$ cat config.mk
export PLATFORM = sky130hd
export DESIGN_NAME = fifo_subsys_top
export DESIGN_NICKNAME = d
export VERILOG_FILES = /design/src/fifo_pkg.sv /design/src/fifo_subsys_top.sv /design/src/asym_fifo_sync.sv /design/src/ram_2p_asym.sv /design/src/ram_bank_2p.sv /design/src/fifo_level_tracker.sv
export VERILOG_INCLUDE_DIRS = /design/src
export SDC_FILE = /design/constraint.sdc
export NUM_CORES = 1
export LEC_CHECK = 0
export BUFFER_PORTS_ARGS = -buffer_cell sky130_fd_sc_hd__buf_2
export CAP_MARGIN = 20
export CORE_ASPECT_RATIO = 1.4
export CORE_MARGIN = 5
export CORE_UTILIZATION = 30
export CTS_BUF_LIST = sky130_fd_sc_hd__clkbuf_16
export CTS_CLUSTER_DIAMETER = 80
export DETAILED_ROUTE_END_ITERATION = 7
export GPL_TIMING_DRIVEN = 0
export PLACE_DENSITY = 0.46
export REMOVE_ABC_BUFFERS = 1
export SLEW_MARGIN = 30
export SYNTH_ARGS = -nofsm -noshare
export SYNTH_HDL_FRONTEND = slang
export SYNTH_SLANG_ARGS = --single-unit
$ cat constraint.sdc
create_clock -name clk -period 2.5 [get_ports clk]
set_clock_uncertainty 0.05 [all_clocks]
set_input_delay 0.5 -clock clk [delete_from_list [all_inputs] [get_ports clk]]
set_output_delay 0.5 -clock clk [all_outputs]
set_load 0.02 [all_outputs]
$ cat src/fifo_cfg.svh
`ifndef FIFO_CFG_SVH
`define FIFO_CFG_SVH

// write side word width in bits
// the producer pushes one of these per accepted w_en
`define FIFO_W_DATA_W 8

// read side word width in bits
// one of these comes back per accepted r_en
`define FIFO_R_DATA_W 32

// address width in units of the narrower word
// capacity is 2**FIFO_ADDR_W narrow words, 64 bytes by default
`define FIFO_ADDR_W 6

// the two widths must divide evenly
// the larger over the smaller gives the bank count

`endif
$ cat src/fifo_pkg.sv
`include "fifo_cfg.svh"

package fifo_pkg;

    // the wider and narrower of the two port widths
    localparam int MAX_DATA_W = (`FIFO_W_DATA_W > `FIFO_R_DATA_W) ?
                                `FIFO_W_DATA_W : `FIFO_R_DATA_W;
    localparam int MIN_DATA_W = (`FIFO_W_DATA_W < `FIFO_R_DATA_W) ?
                                `FIFO_W_DATA_W : `FIFO_R_DATA_W;

    // number of narrow banks making up one wide word
    localparam int N_BANKS     = MAX_DATA_W / MIN_DATA_W;
    localparam int BANK_ADDR_W = `FIFO_ADDR_W - $clog2(N_BANKS);

    typedef logic [`FIFO_W_DATA_W-1:0] w_word_t;
    typedef logic [`FIFO_R_DATA_W-1:0] r_word_t;

    // fill level in narrow units, one extra bit to hold the full count
    typedef logic [`FIFO_ADDR_W:0] level_t;

    typedef logic [MIN_DATA_W-1:0]  bank_data_t;
    typedef logic [BANK_ADDR_W-1:0] bank_addr_t;

endpackage

$ cat src/fifo_subsys_top.sv
`timescale 1ns/1ps
`include "fifo_cfg.svh"

module fifo_subsys_top (
    input  logic               clk,
    input  logic               arst,
    input  logic               clr,
    input  logic               w_en,
    input  fifo_pkg::w_word_t  w_data,
    input  logic               r_en,
    output fifo_pkg::r_word_t  r_data,
    output logic               w_full,
    output logic               r_empty,
    output fifo_pkg::level_t   level
);

    localparam int N      = fifo_pkg::N_BANKS;
    localparam int DATA_W = $bits(fifo_pkg::bank_data_t);
    localparam int ADDR_W = $bits(fifo_pkg::bank_addr_t);

    // flat external memory bus, slice k belongs to bank k
    logic [N-1:0]        ext_mem_w_en;
    logic [N*DATA_W-1:0] ext_mem_w_data;
    logic [N*ADDR_W-1:0] ext_mem_w_addr;
    logic                ext_mem_r_en;
    logic [N*ADDR_W-1:0] ext_mem_r_addr;
    logic [N*DATA_W-1:0] ext_mem_r_data;

    asym_fifo_sync #(
        .W_DATA_W (`FIFO_W_DATA_W),
        .R_DATA_W (`FIFO_R_DATA_W),
        .ADDR_W   (`FIFO_ADDR_W)
    ) u_fifo (
        .clk            (clk),
        .arst           (arst),
        .clr            (clr),
        .w_en           (w_en),
        .w_data         (w_data),
        .w_full         (w_full),
        .r_en           (r_en),
        .r_data         (r_data),
        .r_empty        (r_empty),
        .level          (level),
        .ext_mem_w_en   (ext_mem_w_en),
        .ext_mem_w_data (ext_mem_w_data),
        .ext_mem_w_addr (ext_mem_w_addr),
        .ext_mem_r_en   (ext_mem_r_en),
        .ext_mem_r_addr (ext_mem_r_addr),
        .ext_mem_r_data (ext_mem_r_data)
    );

    for (genvar k = 0; k < N; k++) begin : g_bank
        ram_bank_2p u_bank (
            .clk    (clk),
            .w_en   (ext_mem_w_en[k]),
            .w_addr (ext_mem_w_addr[k*ADDR_W +: ADDR_W]),
            .w_data (ext_mem_w_data[k*DATA_W +: DATA_W]),
            .r_en   (ext_mem_r_en),
            .r_addr (ext_mem_r_addr[k*ADDR_W +: ADDR_W]),
            .r_data (ext_mem_r_data[k*DATA_W +: DATA_W])
        );
    end

endmodule

$ cat src/asym_fifo_sync.sv
`timescale 1ns/1ps
`include "fifo_cfg.svh"

module asym_fifo_sync #(
    parameter int W_DATA_W = `FIFO_W_DATA_W,
    parameter int R_DATA_W = `FIFO_R_DATA_W,
    parameter int ADDR_W   = `FIFO_ADDR_W,
    localparam int MAX_DATA_W = (W_DATA_W > R_DATA_W) ? W_DATA_W : R_DATA_W,
    localparam int MIN_DATA_W = (W_DATA_W < R_DATA_W) ? W_DATA_W : R_DATA_W,
    localparam int N          = MAX_DATA_W / MIN_DATA_W,
    localparam int MIN_ADDR_W = ADDR_W - $clog2(N),
    localparam int W_ADDR_W   = (W_DATA_W == MAX_DATA_W) ? MIN_ADDR_W : ADDR_W,
    localparam int R_ADDR_W   = (R_DATA_W == MAX_DATA_W) ? MIN_ADDR_W : ADDR_W
) (
    input  logic                     clk,
    input  logic                     arst,
    input  logic                     clr,
    input  logic                     w_en,
    input  logic [W_DATA_W-1:0]      w_data,
    output logic                     w_full,
    input  logic                     r_en,
    output logic [R_DATA_W-1:0]      r_data,
    output logic                     r_empty,
    output fifo_pkg::level_t         level,
    output logic [N-1:0]             ext_mem_w_en,
    output logic [MIN_DATA_W*N-1:0]  ext_mem_w_data,
    output logic [MIN_ADDR_W*N-1:0]  ext_mem_w_addr,
    output logic                     ext_mem_r_en,
    output logic [MIN_ADDR_W*N-1:0]  ext_mem_r_addr,
    input  logic [MIN_DATA_W*N-1:0]  ext_mem_r_data
);

    logic                w_en_eff;
    logic                r_en_eff;
    logic [W_ADDR_W-1:0] w_ptr;
    logic [R_ADDR_W-1:0] r_ptr;

    // strobes against a full or empty FIFO are dropped here
    assign w_en_eff = w_en && !w_full;
    assign r_en_eff = r_en && !r_empty;

    // write pointer in write word units
    always_ff @(posedge clk or posedge arst) begin
        if (arst) begin
            w_ptr <= '0;
        end else if (clr) begin
            w_ptr <= '0;
        end else if (w_en_eff) begin
            w_ptr <= w_ptr + W_ADDR_W'(1);
        end
    end

    // read pointer in read word units
    always_ff @(posedge clk or posedge arst) begin
        if (arst) begin
            r_ptr <= '0;
        end else if (clr) begin
            r_ptr <= '0;
        end else if (r_en_eff) begin
            r_ptr <= r_ptr + R_ADDR_W'(1);
        end
    end

    fifo_level_tracker #(
        .W_DATA_W (W_DATA_W),
        .R_DATA_W (R_DATA_W),
        .ADDR_W   (ADDR_W)
    ) u_level (
        .clk      (clk),
        .arst     (arst),
        .clr      (clr),
        .w_acc    (w_en_eff),
        .r_acc    (r_en_eff),
        .level    (level),
        .w_full   (w_full),
        .r_empty  (r_empty)
    );

    // steers pointers and data onto the external banks
    ram_2p_asym #(
        .W_DATA_W (W_DATA_W),
        .R_DATA_W (R_DATA_W),
        .ADDR_W   (ADDR_W)
    ) u_ram (
        .clk            (clk),
        .w_en           (w_en_eff),
        .w_data         (w_data),
        .w_addr         (w_ptr),
        .r_en           (r_en_eff),
        .r_addr         (r_ptr),
        .r_data         (r_data),
        .ext_mem_w_en   (ext_mem_w_en),
        .ext_mem_w_data (ext_mem_w_data),
        .ext_mem_w_addr (ext_mem_w_addr),
        .ext_mem_r_en   (ext_mem_r_en),
        .ext_mem_r_addr (ext_mem_r_addr),
        .ext_mem_r_data (ext_mem_r_data)
    );

endmodule

$ cat src/ram_2p_asym.sv
`timescale 1ns/1ps
`include "fifo_cfg.svh"

module ram_2p_asym #(
    parameter int W_DATA_W = `FIFO_W_DATA_W,
    parameter int R_DATA_W = `FIFO_R_DATA_W,
    parameter int ADDR_W   = `FIFO_ADDR_W,
    localparam int MAX_DATA_W = (W_DATA_W > R_DATA_W) ? W_DATA_W : R_DATA_W,
    localparam int MIN_DATA_W = (W_DATA_W < R_DATA_W) ? W_DATA_W : R_DATA_W,
    localparam int N          = MAX_DATA_W / MIN_DATA_W,
    localparam int SEL_W      = $clog2(N),
    localparam int MIN_ADDR_W = ADDR_W - SEL_W,
    localparam int W_ADDR_W   = (W_DATA_W == MAX_DATA_W) ? MIN_ADDR_W : ADDR_W,
    localparam int R_ADDR_W   = (R_DATA_W == MAX_DATA_W) ? MIN_ADDR_W : ADDR_W
) (
    input  logic                        clk,
    input  logic                        w_en,
    input  logic [W_DATA_W-1:0]         w_data,
    input  logic [W_ADDR_W-1:0]         w_addr,
    input  logic                        r_en,
    input  logic [R_ADDR_W-1:0]         r_addr,
    output logic [R_DATA_W-1:0]         r_data,
    output logic [N-1:0]                ext_mem_w_en,
    output logic [MIN_DATA_W*N-1:0]     ext_mem_w_data,
    output logic [MIN_ADDR_W*N-1:0]     ext_mem_w_addr,
    output logic                        ext_mem_r_en,
    output logic [MIN_ADDR_W*N-1:0]     ext_mem_r_addr,
    input  logic [MIN_DATA_W*N-1:0]     ext_mem_r_data
);

    // all banks share one read strobe in every mode
    assign ext_mem_r_en = r_en;

    if (R_DATA_W > W_DATA_W) begin : g_narrow_w
        logic [SEL_W-1:0]      w_sel;
        logic [MIN_ADDR_W-1:0] w_bank_addr;

        // low pointer bits pick the byte lane, upper bits the row
        assign w_sel       = w_addr[SEL_W-1:0];
        assign w_bank_addr = w_addr[W_ADDR_W-1:SEL_W];

        for (genvar k = 0; k < N; k++) begin : g_bank
            assign ext_mem_w_en[k] = w_en && (w_sel == SEL_W'(k));
            assign ext_mem_w_data[k*MIN_DATA_W +: MIN_DATA_W] = w_data;
            assign ext_mem_w_addr[k*MIN_ADDR_W +: MIN_ADDR_W] = w_bank_addr;
            assign ext_mem_r_addr[k*MIN_ADDR_W +: MIN_ADDR_W] = r_addr;
        end

        // bank 0 holds the oldest byte, so lanes line up little-endian
        assign r_data = ext_mem_r_data;
    end else if (W_DATA_W > R_DATA_W) begin : g_narrow_r
        logic [SEL_W-1:0]      r_sel;
        logic [SEL_W-1:0]      r_sel_q;
        logic [MIN_ADDR_W-1:0] r_bank_addr;

        assign r_sel       = r_addr[SEL_W-1:0];
        assign r_bank_addr = r_addr[R_ADDR_W-1:SEL_W];

        // a wide write fills one row across every bank
        assign ext_mem_w_en   = {N{w_en}};
        assign ext_mem_w_data = w_data;

        for (genvar k = 0; k < N; k++) begin : g_bank
            assign ext_mem_w_addr[k*MIN_ADDR_W +: MIN_ADDR_W] = w_addr;
            assign ext_mem_r_addr[k*MIN_ADDR_W +: MIN_ADDR_W] = r_bank_addr;
        end

        // lane select follows the registered bank read by one cycle
        always_ff @(posedge clk) begin
            if (r_en) begin
                r_sel_q <= r_sel;
            end
        end

        assign r_data = ext_mem_r_data[r_sel_q*MIN_DATA_W +: MIN_DATA_W];
    end else begin : g_sym
        // equal widths, a single bank behind plain wiring
        assign ext_mem_w_en   = w_en;
        assign ext_mem_w_data = w_data;
        assign ext_mem_w_addr = w_addr;
        assign ext_mem_r_addr = r_addr;
        assign r_data         = ext_mem_r_data;
    end

endmodule

$ cat src/ram_bank_2p.sv
`timescale 1ns/1ps

module ram_bank_2p (
    input  logic                  clk,
    input  logic                  w_en,
    input  fifo_pkg::bank_addr_t  w_addr,
    input  fifo_pkg::bank_data_t  w_data,
    input  logic                  r_en,
    input  fifo_pkg::bank_addr_t  r_addr,
    output fifo_pkg::bank_data_t  r_data
);

    localparam int DEPTH = 2 ** $bits(fifo_pkg::bank_addr_t);

    fifo_pkg::bank_data_t mem [DEPTH];

    always_ff @(posedge clk) begin
        if (w_en) begin
            mem[w_addr] <= w_data;
        end
    end

    // read data holds between read strobes
    always_ff @(posedge clk) begin
        if (r_en) begin
            r_data <= mem[r_addr];
        end
    end

endmodule

$ cat src/fifo_level_tracker.sv
`timescale 1ns/1ps
`include "fifo_cfg.svh"

module fifo_level_tracker #(
    parameter int W_DATA_W = `FIFO_W_DATA_W,
    parameter int R_DATA_W = `FIFO_R_DATA_W,
    parameter int ADDR_W   = `FIFO_ADDR_W
) (
    input  logic              clk,
    input  logic              arst,
    input  logic              clr,
    input  logic              w_acc,
    input  logic              r_acc,
    output fifo_pkg::level_t  level,
    output logic              w_full,
    output logic              r_empty
);

    localparam int MAX_DATA_W = (W_DATA_W > R_DATA_W) ? W_DATA_W : R_DATA_W;
    localparam int MIN_DATA_W = (W_DATA_W < R_DATA_W) ? W_DATA_W : R_DATA_W;
    localparam int N          = MAX_DATA_W / MIN_DATA_W;

    // the wide side moves the level by N narrow units per access
    localparam fifo_pkg::level_t W_INCR = (W_DATA_W > R_DATA_W) ?
                                          fifo_pkg::level_t'(N) : fifo_pkg::level_t'(1);
    localparam fifo_pkg::level_t R_INCR = (R_DATA_W > W_DATA_W) ?
                                          fifo_pkg::level_t'(N) : fifo_pkg::level_t'(1);

    // capacity in narrow units
    localparam fifo_pkg::level_t FIFO_SIZE = fifo_pkg::level_t'(2 ** ADDR_W);

    fifo_pkg::level_t level_nxt;
    logic             w_full_nxt;
    logic             r_empty_nxt;

    // accepted accesses never push the level past the capacity or below 0
    always_comb begin
        level_nxt = level;
        if (w_acc) begin
            level_nxt = level_nxt + W_INCR;
        end
        if (r_acc) begin
            level_nxt = level_nxt - R_INCR;
        end
        if (clr) begin
            level_nxt = '0;
        end
    end

    // full once another wide write would not fit
    assign w_full_nxt  = level_nxt > (FIFO_SIZE - W_INCR);
    // empty while less than one read word is stored
    assign r_empty_nxt = level_nxt < R_INCR;

    always_ff @(posedge clk or posedge arst) begin
        if (arst) begin
            level   <= '0;
            w_full  <= 1'b0;
            r_empty <= 1'b1;
        end else begin
            level   <= level_nxt;
            w_full  <= w_full_nxt;
            r_empty <= r_empty_nxt;
        end
    end

endmodule

# Yosys cells after proc, flatten, opt, wreduce, memory -nomap -nowiden
# Memories as Yosys holds them, arrays and structs flattened. A register that Yosys moved wholly into a read port is not among the register bits.
# Index checks and enable logic that the tools add are counted.
# Widths: inputs -> output; s select.
dict set report totals {
  mem_count 4
  in_bits 13
  ram_bits 512
  output_inout_bits 41
  regBits 19
  word_cells 44
}
dict set report classes {
  mux 15
  reduce_logical 11
  n_lt_le_gt_ge 2
  addsub 4
  n_eq_ne 3
}
# name depth word_bits rd rd_clocked_by_memory_dff wr line_no
set mem_list {}
lappend mem_list {{g_bank[0].u_bank.mem} 16 8 1 1 1 ram_bank_2p.sv:15} ;# fifo_pkg::bank_data_t mem [DEPTH];
lappend mem_list {{g_bank[1].u_bank.mem} 16 8 1 1 1 ram_bank_2p.sv:15}
lappend mem_list {{g_bank[2].u_bank.mem} 16 8 1 1 1 ram_bank_2p.sv:15}
lappend mem_list {{g_bank[3].u_bank.mem} 16 8 1 1 1 ram_bank_2p.sv:15}
# operator count
set ops {}
lappend ops {{$mux 7} 3}
lappend ops {{$mux 6} 2}
lappend ops {{$mux 1} 8}
lappend ops {{$mux 4} 2}
lappend ops {{$add 7x1->7 const B} 1}
lappend ops {{$gt 7x6->1 const B} 1}
lappend ops {{$lt 7x3->1 const B} 1}
lappend ops {{$sub 7x3->7 const B} 1}
lappend ops {{$add 6x1->6 const B} 1}
lappend ops {{$logic_and 1x1->1} 6}
lappend ops {{$add 4x1->4 const B} 1}
lappend ops {{$eq 2x2->1 const B} 2}
lappend ops {{$reduce_bool 2->1} 2}
lappend ops {{$eq 2x1->1 const B} 1}
lappend ops {{$logic_not 1->1} 2}
lappend ops {{$logic_not 2->1} 1}

# Depth between registers and ports, before layout
dict set report depth {
  word_depth 7
  ltp_mapped 7
  depth_no_buf 6
}

# By module
# A second synthesis with hierarchy kept.
dict set report hier_totals {
  cells_unflattened 1119
  hier_area_um2 22740.6
}
# module instances area_each_um2 cells_each seq_area_each_um2
set by_module_without_submodules {}
lappend by_module_without_submodules {ram_bank_2p 4 5227.5 229 4083.9}
lappend by_module_without_submodules {ram_2p_asym 1 765.7 101 0.0}
lappend by_module_without_submodules {asym_fifo_sync 1 533.0 48 250.2}
lappend by_module_without_submodules {fifo_level_tracker 1 531.8 54 226.5}

# Least setup slack after synthesis
# Ideal clock, no wire load.
dict set report synth_timing {
  kind {reg2reg}
  from {reg u_fifo.u_level.r_empty}
  to {reg u_fifo.u_level.r_empty}
  setup_time_ns 0.097
  required_ns 2.353
  arrival_ns 2.143
  path_buffers 1
  slack_ns 0.210
  period_less_slack_ns 2.290
  path_stages_with_launch 8
  path_cell_list {dfstp_2 nand2b_1 clkbuf_1 inv_2 a2111oi_0 a31oi_1 xnor2_1 o41ai_2}
}
dict set report synth_between {
  elab_chain_len 5
}
# element line_no
set synth_lines {}
lappend synth_lines {{start, declared} fifo_level_tracker.sv:16} ;# output logic r_empty
lappend synth_lines {{start signal, assigned} fifo_level_tracker.sv:63} ;# r_empty <= r_empty_nxt;
lappend synth_lines {{$logic_not 1->1} asym_fifo_sync.sv:40} ;# assign r_en_eff = r_en && !r_empty;
lappend synth_lines {{$logic_and 1x1->1} asym_fifo_sync.sv:40}
lappend synth_lines {{via ext_mem_r_en} fifo_subsys_top.sv:25} ;# logic ext_mem_r_en;
lappend synth_lines {{$mux 7} fifo_level_tracker.sv:42} ;# if (r_acc) begin
lappend synth_lines {{$mux 7} fifo_level_tracker.sv:45} ;# if (clr) begin
lappend synth_lines {{$lt 7x3->1} fifo_level_tracker.sv:53} ;# assign r_empty_nxt = level_nxt < R_INCR;
lappend synth_lines {{via u_fifo.u_level.r_empty_nxt} fifo_level_tracker.sv:34} ;# logic r_empty_nxt;
# The timed path passes the listed nets, and every way through them passes these cells.
# A chain may end at the register's enable or synchronous reset.

==> metrics.cfg <==
[detailed_routing]
routed_wirelength_um = 45700
ant_nets = 0
viasPerCell = 4.63
first_pass_iters = 4
route.detailed.drc = 0
drt_iter0_drc = 675
vias = 9363
avgRoutedWirePerCell_um = 22.6

[worst_setup_path]
endpoint_kind = flip-flop
cp_max_fo = 36
crit_arrival_ns = 2.63
criticalPathCategory = reg -> reg
startpoint_type = flip-flop
slowest_stage = dfrtp_4
slowest_delay_ns = 0.60
worstPathCellList = buf_12, buf_16, mux4_2, mux4_2
crit_top_cell = mux4_2
cp.required_ns = 2.77

[floorplanning]
fp.dieH_um = 328
core-area_um2 = 71600
die_w_um = 237
start_util = 0.303
io_pins = 54
die_area_um2 = 77900
row_count = 116

[place]
hpwl_um = 28600
placed_cells = 1916
gp_congestion = 0.687
portBuffers = 53

[global_route]
antenna_found_initial = 0
grt_overflow_total = 0
grt_pass1_vias = 10400
grt.total_usage = 0.118
grt_first_pass_wirelength_um = 69300
grt_max_degree = 65

[cts]
cts_tree = yes
numCtsBuffers = 53
cts-root-buf = clkbuf_16
htree_levels = 2
clock_latency_ns = 0.58
clock_sinks = 563
cts.clk_slew.worst_paths_ns = 0.07
clock_tree.buffer_depth = 3

[synthesis]
syn_inst = 959
ys_seq_area_frac = 0.775
syn_avg_cell_area_um2 = 22.6
synth_edf_count = 544
ys_ff_latch = 563
ys_types = 40
ys.warnings.count = 0
synth_area_um2 = 21700
async_reset_ff_frac = 0.0337
synthFlopType = edfxtp_1

[cells_and_area]
finalNonFillerCells = 2022
drive_above_1_share = 0.357
mostFrequentLayoutCells = 544 x edfxtp_1, 160 x mux4_2, 55 x clkbuf_16, 46 x nor2_2, 45 x buf_2
final_nets = 1053
areaGrowthSynthToFinish_pct = 15.7
num_antenna_cells = 0
final_common_cell = edfxtp_1
num-fill-cells = 6621

[run_status]
status = complete, no violations

[sta]
slew-limit-headroom = 0.439
drv_slew = 0
fin_crit_ns = 2.37
worst_slew_pin_slew_ns = 0.841
min_period_over_period = 0.947
setup_viol_count_final = 0
rsz0062_at_grt = false
max_freq_mhz = 423
hold_viol = 0

[run]
max_cap_viol_count = 0

[power]
powerDensity_nw_per_um2 = 824
peakVddDrop_v = 0.000432
finalPower_mw = 20.7
p_leak_nw = 7.50

[min_path]
hold_class = in -> async

==> Yosys cell counts, types with 2 or more instances <==
| cell | number | area (um2) |
|---|---|---|
| nand4_1 | 4 | 25.0 |
| buf_2 | 7 | 35.0 |
| a21oi_1 | 4 | 20.0 |
| xor2_1 | 6 | 52.6 |
| clkbuf_1 | 22 | 82.6 |
| nor2_1 | 81 | 304 |
| mux4_2 | 160 | 3600 |
| buf_6 | 12 | 135 |
| nand3_1 | 9 | 45.0 |
| buf_1 | 11 | 41.3 |
| xnor2_1 | 10 | 87.6 |
| nand2_1 | 25 | 93.8 |
| edfxtp_1 | 544 | 16300 |
| nor2b_1 | 5 | 31.3 |
| o21a_1 | 3 | 22.5 |
| ha_1 | 6 | 75.1 |
| or3_1 | 3 | 18.8 |
| dfrtp_1 | 18 | 450 |
| inv_1 | 4 | 15.0 |
| nand2b_1 | 3 | 18.8 |
| nor3b_1 | 2 | 15.0 |
| nor3_1 | 2 | 10.0 |
==> power by group <==
part	internal, mW	switching [mW]
clock	4.17	3.40
combinational	1.13	1.27
sequential	10.6	0.124
==> metrics by stage <==
step / instance area (um2) / setup slack [ns] / TNS [ns] / hold WS, ns / utilization
after global placement: 22800 / -6.75 / -623.31 / 0.525 / 0.319
after floorplan: 21400 / -3.93 / -138.27 / 0.400 / -
final: 25100 / 0.133 / 0 / 0.0261 / 0.351
after CTS: 25000 / -0.197 / -60.04 / 0.0191 / 0.349
after detailed placement: 23200 / -0.923 / -383.71 / 0.527 / 0.324
after global routing: 25100 / 0.0358 / 0 / 0.0661 / 0.351
==> cell type report <==
type / instances / area (um2) / share of cell area
timing repair buffer: 72 / 607 / 0.0242
inverter: 5 / 23.8 / 0.000947
multi-input combinational: 339 / 4840 / 0.193
clock buffer: 55 / 1380 / 0.0548
tap: 944 / 1180 / 0.0471
sequential: 563 / 16800 / 0.670
clock inverter: 44 / 246 / 0.00982
==> worst paths after layout <==
path                                          from                          to  slack, ns  cells after the start
max                                u_fifo.r_ptr[1]  g_bank[2].u_bank.r_data[2]       0.13                      4
min                                           arst       u_fifo.u_level.w_full       0.03                      2
max reg2reg                        u_fifo.r_ptr[1]  g_bank[2].u_bank.r_data[2]       0.13                      4
min reg2reg                u_fifo.u_level.level[1]     u_fifo.u_level.level[1]       0.53                      2
max in group asynchronous                     arst             u_fifo.r_ptr[2]       1.75                      2
min in group clk                               clr     u_fifo.u_level.level[3]       0.26                      2
==> repair_timing <==
action	in CTS	in global routing
hold buffers	0	0
buffers inserted	6	1
hold endpoints to repair	0	0
endpoints found under the setup margin	523	496
pin swaps	0	0
gates resized for setup	49	32
==> state kept, by name, indices dropped and copies added, names as in the netlist <==
register / cells
g_bank.u_bank.r_data: 32
u_fifo.u_level.w_full: 1
u_fifo.u_level.level: 7
u_fifo.w_ptr: 6
u_fifo.u_level.r_empty: 1
g_bank.u_bank.mem: 512
u_fifo.r_ptr: 4
==> per-layer routing <==
layer	vias up	part of all wire	routed length, um	global-route usage
li1	4129	-	-	-
met2	154	0.56	25500	0.221
met1	5019	0.39	17700	0.141
met5	-	0	0	0
met3	61	0.035	1600	0.0170
met4	0	0.020	920	0.0314
==> logic make-up (layout without fill, tap and decap cells) <==
kind of cell	after synthesis	in the layout	synth area share
compound gates	16	16	0.00588
xor+xnor	16	16	0.00646
fa+ha+maj	6	6	0.00346
buf+inv	57	176	0.0144
flops	563	563	0.775
mux	160	160	0.166
simple gates	141	141	0.0287
==> critical path, delay by kind of cell, from the launching register on <==
kind / cells / cell delay [ns]
mux: 2 / 0.86
flops: 1 / 0.60
buf+inv: 2 / 0.54
(Power assumes the default switching activity.)
